===== config.mk =====
export PLATFORM = sky130hd
export DESIGN_NAME = hci_top
export DESIGN_NICKNAME = d
export VERILOG_FILES = /design/src/source/hci_pkg.sv /design/src/source/hci_queue.sv /design/src/source/hci_cmd_assembler.sv /design/src/source/hci_csr_regs.sv /design/src/source/hci_top.sv
export SDC_FILE = /design/constraint.sdc
export NUM_CORES = 1
export LEC_CHECK = 0
export BUFFER_PORTS_ARGS = -buffer_cell sky130_fd_sc_hd__buf_4
export CORE_MARGIN = 10
export CORE_UTILIZATION = 55
export CTS_CLUSTER_SIZE = 16
export DETAILED_ROUTE_END_ITERATION = 10
export PLACE_DENSITY = 0.77
export SETUP_SLACK_MARGIN = 0.3
export SLEW_MARGIN = 20
export SYNTH_ARGS = -nofsm -noshare
export SYNTH_HDL_FRONTEND = slang
export SYNTH_SLANG_ARGS = --single-unit

===== constraint.sdc =====
create_clock -name clk_i -period 7.1 [get_ports clk_i]
set_input_delay 1.42 -clock clk_i [delete_from_list [all_inputs] [get_ports clk_i]]
set_output_delay 1.42 -clock clk_i [all_outputs]
set_load 0.02 [all_outputs]

===== src/source/hci_pkg.sv =====
// Bus widths, register offsets and the bus and queue entry types
// shared by the HCI queue block
package hci_pkg;

  parameter int unsigned CsrDataWidth = 32;
  parameter int unsigned CsrAddrWidth = 12;
  parameter int unsigned ThldWidth    = 8;

  typedef logic [CsrAddrWidth-1:0] csr_addr_t;
  typedef logic [CsrDataWidth-1:0] csr_data_t;
  typedef logic [ThldWidth-1:0]    thld_t;

  // Byte offsets on the CPU bus
  localparam csr_addr_t RegResetCtrl    = csr_addr_t'('h00);
  localparam csr_addr_t RegQueueThld    = csr_addr_t'('h04);
  localparam csr_addr_t RegCommandPort  = csr_addr_t'('h08);
  localparam csr_addr_t RegResponsePort = csr_addr_t'('h0C);
  localparam csr_addr_t RegQueueStatus  = csr_addr_t'('h10);

  // Request is held by the host until accepted
  typedef struct packed {
    logic      req;
    logic      is_wr;
    csr_addr_t addr;
    csr_data_t wdata;
  } csr_req_t;

  typedef struct packed {
    logic      stall_wr;
    logic      rd_ack;
    logic      wr_ack;
    logic      err;     // Valid with either ack
    csr_data_t rd_data;
  } csr_rsp_t;

  // First written dword sits in bits 31:0
  typedef struct packed {
    csr_data_t hi;
    csr_data_t lo;
  } cmd_entry_t;

  typedef logic [CsrDataWidth-1:0] resp_entry_t;

endpackage : hci_pkg


===== src/source/hci_queue.sv =====
// Circular FIFO with fill level, ready threshold trigger and flush
`timescale 1ns/10ps

module hci_queue #(
  parameter type entry_t = logic [31:0],
  parameter int unsigned Depth = 8,
  parameter bit ThldOnFree = 1'b0,
  localparam int unsigned DepthWidth = $clog2(Depth + 1),
  localparam int unsigned PtrWidth = (Depth > 1) ? $clog2(Depth) : 1
) (
  input  logic                  clk_i,
  input  logic                  rst_ni,
  input  logic                  flush_i,
  input  hci_pkg::thld_t        thld_i,

  input  logic                  push_valid_i,
  output logic                  push_ready_o,
  input  entry_t                push_data_i,

  output logic                  pop_valid_o,
  input  logic                  pop_ready_i,
  output entry_t                pop_data_o,

  output logic [DepthWidth-1:0] depth_o,
  output logic                  thld_trig_o
);
  import hci_pkg::*;

  entry_t                mem_q [Depth];
  logic [PtrWidth-1:0]   wr_ptr_q;
  logic [PtrWidth-1:0]   rd_ptr_q;
  logic [DepthWidth-1:0] count_q;
  logic [DepthWidth-1:0] level;
  thld_t                 thld_eff;
  logic                  push;
  logic                  pop;

  function automatic logic [PtrWidth-1:0] ptr_inc(logic [PtrWidth-1:0] ptr);
    return (ptr == PtrWidth'(Depth - 1)) ? '0 : ptr + 1'b1;
  endfunction

  assign push_ready_o = count_q < DepthWidth'(Depth);  // Low while full
  assign pop_valid_o  = count_q != '0;
  assign pop_data_o   = mem_q[rd_ptr_q];                // Fall-through read

  assign push = push_valid_i & push_ready_o;
  assign pop  = pop_valid_o & pop_ready_i;

  assign depth_o = count_q;

  // Zero threshold behaves as one
  assign thld_eff = (thld_i == '0) ? thld_t'(1) : thld_i;

  // Free space for a write queue, stored entries for a read queue
  assign level       = ThldOnFree ? DepthWidth'(Depth) - count_q : count_q;
  assign thld_trig_o = 32'(level) >= 32'(thld_eff);

  always_ff @(posedge clk_i or negedge rst_ni) begin
    if (!rst_ni) begin
      wr_ptr_q <= '0;
      rd_ptr_q <= '0;
      count_q  <= '0;
    end else if (flush_i) begin
      wr_ptr_q <= '0;
      rd_ptr_q <= '0;
      count_q  <= '0;
    end else begin
      if (push) begin
        wr_ptr_q <= ptr_inc(wr_ptr_q);
      end
      if (pop) begin
        rd_ptr_q <= ptr_inc(rd_ptr_q);
      end
      if (push != pop) begin
        count_q <= push ? count_q + 1'b1 : count_q - 1'b1;
      end
    end
  end

  always_ff @(posedge clk_i) begin
    if (push) begin
      mem_q[wr_ptr_q] <= push_data_i;
    end
  end

endmodule : hci_queue


===== src/source/hci_cmd_assembler.sv =====
// Command assembler joining two command port dwords into one entry
`timescale 1ns/10ps

module hci_cmd_assembler (
  input  logic                clk_i,
  input  logic                rst_ni,
  input  logic                flush_i,

  input  logic                dword_valid_i,
  output logic                dword_ready_o,
  input  hci_pkg::csr_data_t  dword_i,

  output logic                cmd_valid_o,
  input  logic                cmd_ready_i,
  output hci_pkg::cmd_entry_t cmd_o
);
  import hci_pkg::*;

  logic      phase_q;  // Set while the low dword is held
  csr_data_t hold_q;

  // First dword always fits, second one needs room in the queue
  assign dword_ready_o = phase_q ? cmd_ready_i : 1'b1;

  assign cmd_valid_o = phase_q & dword_valid_i;
  assign cmd_o.lo    = hold_q;
  assign cmd_o.hi    = dword_i;

  always_ff @(posedge clk_i or negedge rst_ni) begin
    if (!rst_ni) begin
      phase_q <= 1'b0;
    end else if (flush_i) begin
      phase_q <= 1'b0;  // Drop half-built command
    end else if (dword_valid_i && dword_ready_o) begin
      phase_q <= ~phase_q;
    end
  end

  always_ff @(posedge clk_i) begin
    if (dword_valid_i && !phase_q) begin
      hold_q <= dword_i;
    end
  end

endmodule : hci_cmd_assembler


===== src/source/hci_csr_regs.sv =====
// CPU bus decoder with threshold and queue reset registers,
// command and response port access and queue status
`timescale 1ns/10ps

module hci_csr_regs #(
  parameter int unsigned CmdDepthWidth  = 4,
  parameter int unsigned RespDepthWidth = 4
) (
  input  logic                      clk_i,
  input  logic                      rst_ni,

  input  hci_pkg::csr_req_t         csr_req_i,
  output hci_pkg::csr_rsp_t         csr_rsp_o,

  output hci_pkg::thld_t            cmd_thld_o,
  output hci_pkg::thld_t            resp_thld_o,
  output logic                      cmd_flush_o,
  output logic                      resp_flush_o,

  output logic                      cmd_dword_valid_o,
  input  logic                      cmd_dword_ready_i,
  output hci_pkg::csr_data_t        cmd_dword_o,

  output logic                      resp_pop_o,
  input  logic                      resp_valid_i,
  input  hci_pkg::resp_entry_t      resp_data_i,

  input  logic [CmdDepthWidth-1:0]  cmd_depth_i,
  input  logic [RespDepthWidth-1:0] resp_depth_i
);
  import hci_pkg::*;

  logic      sel_rst;
  logic      sel_thld;
  logic      sel_cmd;
  logic      sel_resp;
  logic      stall_wr;
  logic      wr_acc;
  logic      rd_acc;
  logic      err_d;
  csr_data_t rd_data_d;

  logic      rd_ack_q;
  logic      wr_ack_q;
  logic      err_q;
  csr_data_t rd_data_q;
  logic [1:0] rst_ctrl_q;  // Bit 0 command queue, bit 1 response queue
  thld_t     cmd_thld_q;
  thld_t     resp_thld_q;
  logic      dword_valid_q;
  csr_data_t dword_q;

  assign sel_rst  = csr_req_i.addr == RegResetCtrl;
  assign sel_thld = csr_req_i.addr == RegQueueThld;
  assign sel_cmd  = csr_req_i.addr == RegCommandPort;
  assign sel_resp = csr_req_i.addr == RegResponsePort;

  // Dword still in flight also blocks the next one
  assign stall_wr = csr_req_i.req & csr_req_i.is_wr & sel_cmd &
                    (~cmd_dword_ready_i | dword_valid_q);

  assign wr_acc = csr_req_i.req & csr_req_i.is_wr & ~stall_wr;
  assign rd_acc = csr_req_i.req & ~csr_req_i.is_wr;

  assign resp_pop_o = rd_acc & sel_resp;  // Same-cycle data from the queue

  always_comb begin
    rd_data_d = '0;
    err_d     = 1'b0;
    case (csr_req_i.addr)
      RegResetCtrl: rd_data_d = CsrDataWidth'(rst_ctrl_q);
      RegQueueThld: rd_data_d = CsrDataWidth'({resp_thld_q, cmd_thld_q});
      RegCommandPort: err_d = ~csr_req_i.is_wr;  // Write only
      RegResponsePort: begin
        if (csr_req_i.is_wr || !resp_valid_i) begin
          err_d = 1'b1;  // Read of empty queue returns 0
        end else begin
          rd_data_d = resp_data_i;
        end
      end
      RegQueueStatus: begin
        err_d     = csr_req_i.is_wr;
        rd_data_d = CsrDataWidth'({ThldWidth'(resp_depth_i), ThldWidth'(cmd_depth_i)});
      end
      default: err_d = 1'b1;
    endcase
  end

  always_ff @(posedge clk_i or negedge rst_ni) begin
    if (!rst_ni) begin
      rd_ack_q  <= 1'b0;
      wr_ack_q  <= 1'b0;
      err_q     <= 1'b0;
      rd_data_q <= '0;
    end else begin
      rd_ack_q  <= rd_acc;
      wr_ack_q  <= wr_acc;
      err_q     <= (rd_acc | wr_acc) & err_d;
      rd_data_q <= rd_acc ? rd_data_d : '0;
    end
  end

  always_ff @(posedge clk_i or negedge rst_ni) begin
    if (!rst_ni) begin
      rst_ctrl_q    <= '0;
      cmd_thld_q    <= thld_t'(1);
      resp_thld_q   <= thld_t'(1);
      dword_valid_q <= 1'b0;
    end else begin
      rst_ctrl_q <= '0;  // Self clearing after one flush cycle
      if (wr_acc && sel_rst) begin
        rst_ctrl_q <= csr_req_i.wdata[1:0];
      end
      if (wr_acc && sel_thld) begin
        cmd_thld_q  <= csr_req_i.wdata[ThldWidth-1:0];
        resp_thld_q <= csr_req_i.wdata[2*ThldWidth-1:ThldWidth];
      end
      dword_valid_q <= wr_acc & sel_cmd;
    end
  end

  always_ff @(posedge clk_i) begin
    if (wr_acc && sel_cmd) begin
      dword_q <= csr_req_i.wdata;
    end
  end

  assign cmd_thld_o   = cmd_thld_q;
  assign resp_thld_o  = resp_thld_q;
  assign cmd_flush_o  = rst_ctrl_q[0];
  assign resp_flush_o = rst_ctrl_q[1];

  // Dword goes to the assembler along with the ack
  assign cmd_dword_valid_o = dword_valid_q;
  assign cmd_dword_o       = dword_q;

  always_comb begin
    csr_rsp_o.stall_wr = stall_wr;
    csr_rsp_o.rd_ack   = rd_ack_q;
    csr_rsp_o.wr_ack   = wr_ack_q;
    csr_rsp_o.err      = err_q;
    csr_rsp_o.rd_data  = rd_data_q;
  end

endmodule : hci_csr_regs


===== src/source/hci_top.sv =====
// HCI PIO queue block top level with register block, command assembler,
// command queue and response queue
`timescale 1ns/10ps

module hci_top #(
  parameter int unsigned CmdDepth  = 8,
  parameter int unsigned RespDepth = 8
) (
  input  logic                 clk_i,
  input  logic                 rst_ni,

  input  hci_pkg::csr_req_t    csr_req_i,
  output hci_pkg::csr_rsp_t    csr_rsp_o,

  // Command queue, controller side
  output logic                 cmd_valid_o,
  input  logic                 cmd_ready_i,
  output hci_pkg::cmd_entry_t  cmd_o,

  // Response queue, controller side
  input  logic                 resp_valid_i,
  output logic                 resp_ready_o,
  input  hci_pkg::resp_entry_t resp_i,

  output logic                 cmd_thld_trig_o,
  output logic                 resp_thld_trig_o
);
  import hci_pkg::*;

  localparam int unsigned CmdDepthWidth  = $clog2(CmdDepth + 1);
  localparam int unsigned RespDepthWidth = $clog2(RespDepth + 1);

  thld_t       cmd_thld;
  thld_t       resp_thld;
  logic        cmd_flush;
  logic        resp_flush;

  logic        dword_valid;
  logic        dword_ready;
  csr_data_t   dword;

  logic        asm_valid;   // Assembler to command queue
  logic        asm_ready;
  cmd_entry_t  asm_cmd;

  logic        resp_pop;
  logic        resp_avail;
  resp_entry_t resp_data;

  logic [CmdDepthWidth-1:0]  cmd_depth;
  logic [RespDepthWidth-1:0] resp_depth;

  hci_csr_regs #(
    .CmdDepthWidth (CmdDepthWidth),
    .RespDepthWidth(RespDepthWidth)
  ) i_hci_csr_regs (
    .clk_i,
    .rst_ni,
    .csr_req_i,
    .csr_rsp_o,
    .cmd_thld_o       (cmd_thld),
    .resp_thld_o      (resp_thld),
    .cmd_flush_o      (cmd_flush),
    .resp_flush_o     (resp_flush),
    .cmd_dword_valid_o(dword_valid),
    .cmd_dword_ready_i(dword_ready),
    .cmd_dword_o      (dword),
    .resp_pop_o       (resp_pop),
    .resp_valid_i     (resp_avail),
    .resp_data_i      (resp_data),
    .cmd_depth_i      (cmd_depth),
    .resp_depth_i     (resp_depth)
  );

  hci_cmd_assembler i_hci_cmd_assembler (
    .clk_i,
    .rst_ni,
    .flush_i      (cmd_flush),
    .dword_valid_i(dword_valid),
    .dword_ready_o(dword_ready),
    .dword_i      (dword),
    .cmd_valid_o  (asm_valid),
    .cmd_ready_i  (asm_ready),
    .cmd_o        (asm_cmd)
  );

  // Trigger on free entries
  hci_queue #(
    .entry_t   (cmd_entry_t),
    .Depth     (CmdDepth),
    .ThldOnFree(1'b1)
  ) i_hci_cmd_queue (
    .clk_i,
    .rst_ni,
    .flush_i     (cmd_flush),
    .thld_i      (cmd_thld),
    .push_valid_i(asm_valid),
    .push_ready_o(asm_ready),
    .push_data_i (asm_cmd),
    .pop_valid_o (cmd_valid_o),
    .pop_ready_i (cmd_ready_i),
    .pop_data_o  (cmd_o),
    .depth_o     (cmd_depth),
    .thld_trig_o (cmd_thld_trig_o)
  );

  // Trigger on stored entries
  hci_queue #(
    .entry_t   (resp_entry_t),
    .Depth     (RespDepth),
    .ThldOnFree(1'b0)
  ) i_hci_resp_queue (
    .clk_i,
    .rst_ni,
    .flush_i     (resp_flush),
    .thld_i      (resp_thld),
    .push_valid_i(resp_valid_i),
    .push_ready_o(resp_ready_o),
    .push_data_i (resp_i),
    .pop_valid_o (resp_avail),
    .pop_ready_i (resp_pop),
    .pop_data_o  (resp_data),
    .depth_o     (resp_depth),
    .thld_trig_o (resp_thld_trig_o)
  );

endmodule : hci_top


---- Word-level counts from Yosys, hierarchy flattened ----
Memory sizes are Yosys's and may differ from the RTL's.
Index checks and enable logic that the tools add are counted.
Widths: inputs -> output; s select.
cells by class
  add/sub/neg operators ................... 9
  $mul .................................... 0
  divide/modulo/power cells ............... 0
  magnitude comparators ................... 4
  equal/unequal tests ..................... 10
  shift-type cells ........................ 0
  muxes and demuxes ....................... 33
  bitwise gates (word level) .............. 19
  reduce and logical (&&, ||, !) cells .... 21
operators with widths
  cell                 number
  $pmux 32 s4          1
  $mux 32              2
  $mux 3               12
  $eq 12x4->1 const B  2
  $mux 4               6
  $ge 4x8->1           2
  $logic_not 8->1      2
  $mux 8               2
  $reduce_bool 2->1    7
  $and 1x1->1          13
  $add 3x1->3 const B  4
  $eq 12x3->1 const B  1
  $eq 12x5->1 const B  1
  $eq 3x3->1 const B   4
  $logic_not 12->1     1
  $add 4x1->4 const B  2
  $lt 4x4->1 const B   2
  $mux 1               8
  $reduce_bool 4->1    2
  $sub 4x1->4 const B  2
  $logic_and 1x1->1    5
  $not 1->1            4
  $pmux 1 s4           1
  $sub 4x4->4 const A  1
  6 further kinds      9
storage, ports and cells
  bits in registers ....................... 139
  latch bits .............................. 0
  RAM bits ................................ 768
  bits in read-only memories .............. 0
  input port bits ......................... 82
  word-level logic and storage cells ...... 115
  memories kept ........................... 2
memories
  memory                  words  width  rd ports  clocked after memory_dff  write ports  RTL line         RTL
  i_hci_cmd_queue.mem_q   8      64     1         0                         1            hci_queue.sv:29  entry_t mem_q [Depth];
  i_hci_resp_queue.mem_q  8      32     1         0                         1            hci_queue.sv:29

---- Depth between registers and ports, before layout ----
  depth after elaboration ................. 9
  depth in mapped cells ................... 9
  gate-level depth less buffers ........... 8

---- Cells and area by module ----
From an unflattened synthesis, not the netlist that was laid out.
second synthesis, totals
  cell total of the unflattened synthesis .. 1584
  area, all modules ....................... 34973.5 sq um
modules (own cells, without submodules)
  module                        times used  cells an instance  area each (sq um)  sequential area each (sq um)
  hci_queue (i_hci_cmd_queue)   1           832                20035.5            15625.0
  hci_queue (i_hci_resp_queue)  1           458                10367.4            7937.6
  hci_csr_regs                  1           224                3305.7             2314.7
  hci_cmd_assembler             1           70                 1265.0             985.9

---- Worst setup path before layout ----
OpenSTA, ideal clock, no wires.
  kind .................................... register to register
  start ................................... register i_hci_cmd_queue.count_q[3] (netlist: i_hci_cmd_queue.depth_o[3])
  end ..................................... memory i_hci_cmd_queue.mem_q[0][0] (netlist name) (enable)
  arrival ................................. 7.086 ns
  data required time ...................... 6.456 ns
  slack ................................... -0.630 ns
  stages on the path, launching flop included .. 5
  path buffers ............................ 2
  clock period less this slack ............ 7.730 ns
  cells stage by stage .................... dfrtp_1 > clkbuf_1 > or2_2 > clkbuf_1 > nor4_1
on the way
  longest elaborated chain between the ends .. 4
RTL lines
  item                          RTL line         RTL
  from (decl)                   hci_queue.sv:32  logic [DepthWidth-1:0] count_q;
  from (signal assigned)        hci_queue.sv:75  count_q <= push ? count_q + 1'b1 : count_q - 1'b1;
  $lt 4x4->1                    hci_queue.sv:42  assign push_ready_o = count_q < DepthWidth'(Depth);
  $and 1x1->1                   hci_queue.sv:46  assign push = push_valid_i & push_ready_o;
  $mux 1                        hci_queue.sv:81  if (push) begin
  $mux 1 (implied by the code)  hci_queue.sv:82  mem_q[wr_ptr_q] <= push_data_i;
  to (decl)                     hci_queue.sv:29
Every way passes these cells.

==> results summary <==
The via count of the first global-routing pass is 17270. The final instance count without filler cells is 2672. The number of nets with antenna violations after routing came out at 0. The number of distinct library cells after synthesis came out at 51. The number of flops mapped to enable cells by yosys is 832. From left edge to right edge, the die measures 269.8 um. The final worst-path cycle share is 68.23%. The count of pins on the block boundary came out at 186. The total wire length after detailed routing came out at 72040 um. The number of antenna violations at the first check in global routing came out at 5. The placeable core area is 61710 um2. In this run the worst path has a maximum fanout of 6.

The DRC violations left is 0. The worst-case vdd ir drop is 283.5 uV. TritonCTS built the clock tree. The synthesis-to-layout area growth came out at 15.65%.

The number of storage elements in the synthesis netlist is 907. The first global-routing pass estimated 109700 um of wire. The post-synthesis instance area came out at 34330 um2.

Among all flip-flop cells after synthesis, the most frequent one is sky130_fd_sc_hd__edfxtp_1. The path class of the tightest hold or removal check is reg -> reg. The transition at the pin with the smallest max-transition slack came out at 1.074 ns. The leakage component of the power is 13.10 nW. The number of warnings issued by yosys came out at 0.

At the later pin of the worst-skew pair, clock insertion delay measures 0.65 ns. The worst setup path is captured at an output port. For this run, the detailed router's first-pass iteration total came to 6.

The number of buffers created by CTS came out at 88. Post-CTS repair changed the size of 0 cells. The iteration-0 DRC count of the detailed router came out at 1735. The HPWL reported at the end of detailed placement came out at 40140 um.

The count of port buffers added during placement is 185. Each instance of the synthesized netlist takes up on average 22.39 um2. The worst setup path is launched from an input port.

The clock passes through at most 3 buffers. The post-placement cell area came out at 36830 um2. The number of endpoints failing setup at the final stage is 0.

The portion of the post-synthesis area used by sequential elements is 78.25%. The run finished with clean final reports. Clock tree synthesis found a total of 907 sinks. The final critical-path required period came out at 4.844 ns. The post-CTS setup buffer count is 0.

The reported max-cap violation count came out at 0. The final design instance area without fill came out at 39700 um2. The number of fill cells came out at 3995. In the layout the commonest cells are sky130_fd_sc_hd__edfxtp_1 (832), sky130_fd_sc_hd__buf_4 (217), sky130_fd_sc_hd__mux4_2 (192). The area of the multi-input gates came out at 7194 um2. The aggregate global-route resource usage came out at 19.93%.

The initial core utilization came out at 55.63%. The floorplan step defined a die boundary enclosing 72810 um2. The worst-case hold slack is 0.5480 ns. Dividing the detail-routed via count by the number of cells gives 6.009. Global routing finished with a remaining overflow of 0. Setup repair after global routing left no endpoint under its margin. The quantity of hold-fixing buffers added after cts came out at 0. The placer's final routability congestion estimate came out at 0.8349. The H-tree was split into 3 levels. The number of placed instances with taps included came out at 2511. The via count of the routed design came out at 16060.

At the worst endpoint, the arrival time is 3.42 ns. The synthesized net count came out at 1638. After clock tree synthesis, the clock-pin slew on the worst setup and hold paths is 0.06 ns. The final number of max-transition violations was 0. The cell area power density is 331.2 nW/um2. In the final layout, flip-flops and latches occupy 26880 um2. The post-route setup TNS is 0 ns. The synthesized instance count came out at 1533. The number of core rows came out at 91. The pin count of the biggest net entering global routing is 85. The number of nets at the end of the flow is 1869.

From bottom edge to top edge, the die measures 269.8 um. The final setup skew is 0.03652 ns. The number of hold violations in the final report is 0.

The relative slew slack came out at 28.21%. After detailed routing, the average wire length per cell comes to 26.96 um. The commonest non-fill, non-tap cell in the layout is sky130_fd_sc_hd__edfxtp_1. The maximum clock frequency is 0.2064 GHz. The tree is rooted in a sky130_fd_sc_hd__clkbuf_16. The critical path data required time is 5.68 ns. In the synthesized netlist the async set-or-reset flop fraction comes to 8.269%. The post-route netlist has 36.52% of its cells at a drive strength greater than 1.

The setup path with the least slack is of type in -> out.
where the power goes:
group | total (mW) | switching (mW) | leakage, nW | internal (mW)
combinational | 2.59 | 1.28 | 3.22 | 1.31
clock | 4.60 | 1.96 | 1.41 | 2.64
sequential | 5.96 | 0.148 | 8.47 | 5.81
flip-flops by register name (all words and copies together), names as in the netlist, 4 cells and up:
signal / cells
i_hci_cmd_queue.depth_o: 4
i_hci_csr_regs.cmd_dword_o: 32
i_hci_resp_queue.mem_q: 256
i_hci_csr_regs.resp_thld_o: 8
i_hci_cmd_queue.mem_q: 512
i_hci_csr_regs.rd_data_q: 32
i_hci_resp_queue.depth_o: 4
i_hci_cmd_assembler.hold_q: 32
i_hci_csr_regs.cmd_thld_o: 8
metal layers:
metal,up-vias,GRT usage (%),part of all wire (%)
met5,-,0,0.031
met4,4,5.884,2.1
met3,91,4.965,7.9
met2,627,32.59,50
met1,8522,26.35,40
li1,6812,-,-
through the flow:
stage	power, mW	setup slack (ns)	util (%)
after floorplan	7.788	0.6415	-
after global placement	8.669	2.284	59.68
after detailed placement	8.709	2.269	59.68
after CTS	13.28	2.260	64.32
after global routing	13.64	2.149	64.33
final	13.15	2.256	64.33
synthesized netlist by cell type (3+ instances only):
cell type,instances,area share (%)
sky130_fd_sc_hd__edfxtp_1,832,73
sky130_fd_sc_hd__mux4_2,192,13
sky130_fd_sc_hd__mux2_2,98,3.2
sky130_fd_sc_hd__dfrtp_1,73,5.3
sky130_fd_sc_hd__nor2_1,53,0.58
sky130_fd_sc_hd__clkbuf_1,48,0.52
sky130_fd_sc_hd__a21oi_1,21,0.31
sky130_fd_sc_hd__ha_1,21,0.77
sky130_fd_sc_hd__mux2i_1,20,0.58
sky130_fd_sc_hd__nand2_1,19,0.21
sky130_fd_sc_hd__buf_1,18,0.20
sky130_fd_sc_hd__nor3_1,18,0.26
sky130_fd_sc_hd__inv_1,15,0.16
sky130_fd_sc_hd__a21o_1,8,0.17
sky130_fd_sc_hd__a222oi_1,8,0.23
sky130_fd_sc_hd__a22oi_1,8,0.17
sky130_fd_sc_hd__nand2b_1,8,0.15
sky130_fd_sc_hd__nor4_1,6,0.11
sky130_fd_sc_hd__buf_2,5,0.073
sky130_fd_sc_hd__buf_4,5,0.11
sky130_fd_sc_hd__xnor2_1,5,0.13
sky130_fd_sc_hd__nand3_1,4,0.058
sky130_fd_sc_hd__nor2b_1,4,0.073
sky130_fd_sc_hd__and2_1,3,0.055
sky130_fd_sc_hd__o21ai_0,3,0.044
sky130_fd_sc_hd__or2_2,3,0.055
sky130_fd_sc_hd__or3_1,3,0.055
worst paths after layout:
| check | startpoint | endpoint | slack (ns) | depth (start not counted) |
|---|---|---|---|---|
| max | csr_req_i[41] | csr_rsp_o[35] | 2.26 | 5 |
| min | i_hci_csr_regs.resp_thld_o[3] | i_hci_csr_regs.resp_thld_o[3] | 0.55 | 1 |
| max reg2reg | i_hci_cmd_assembler.phase_q | i_hci_cmd_queue.mem_q[5][12] | 3.77 | 6 |
| min reg2reg | i_hci_csr_regs.resp_thld_o[3] | i_hci_csr_regs.resp_thld_o[3] | 0.55 | 1 |
| max in group asynchronous | rst_ni | i_hci_cmd_queue.rd_ptr_q[2] | 5.25 | 2 |
| min in group asynchronous | rst_ni | i_hci_csr_regs.rd_data_q[23] | 0.65 | 1 |
critical path, stage by stage:
cell	delay [ns]
sky130_fd_sc_hd__buf_4	0.10
sky130_fd_sc_hd__or4_1	0.63
sky130_fd_sc_hd__or4b_1	0.72
sky130_fd_sc_hd__nor4_1	0.35
sky130_fd_sc_hd__buf_4	0.20
area by class of cell:
cell class / count / share of cell area (%)
diodes: 3 / 0.01891
multi-input cells: 534 / 18.12
inverters: 15 / 0.1418
well taps: 837 / 2.638
repair buffers: 218 / 4.154
flip-flops and latches: 907 / 67.71
clock inverters: 41 / 1.194
clock buffers: 117 / 6.026
cells by family after synthesis:
kind of cell	Yosys count	share of synthesized area (%)
flip-flops	907	78.25
multiplexers	310	16.39
AND/OR/NAND/NOR	137	2.059
buffers and inverters	92	1.101
AO/OA/AOI/OAI	58	1.163
adder cells (fa/ha/maj)	23	0.8820
XOR/XNOR	6	0.1531
No activity file was read; power rests on OpenSTA's default activity.
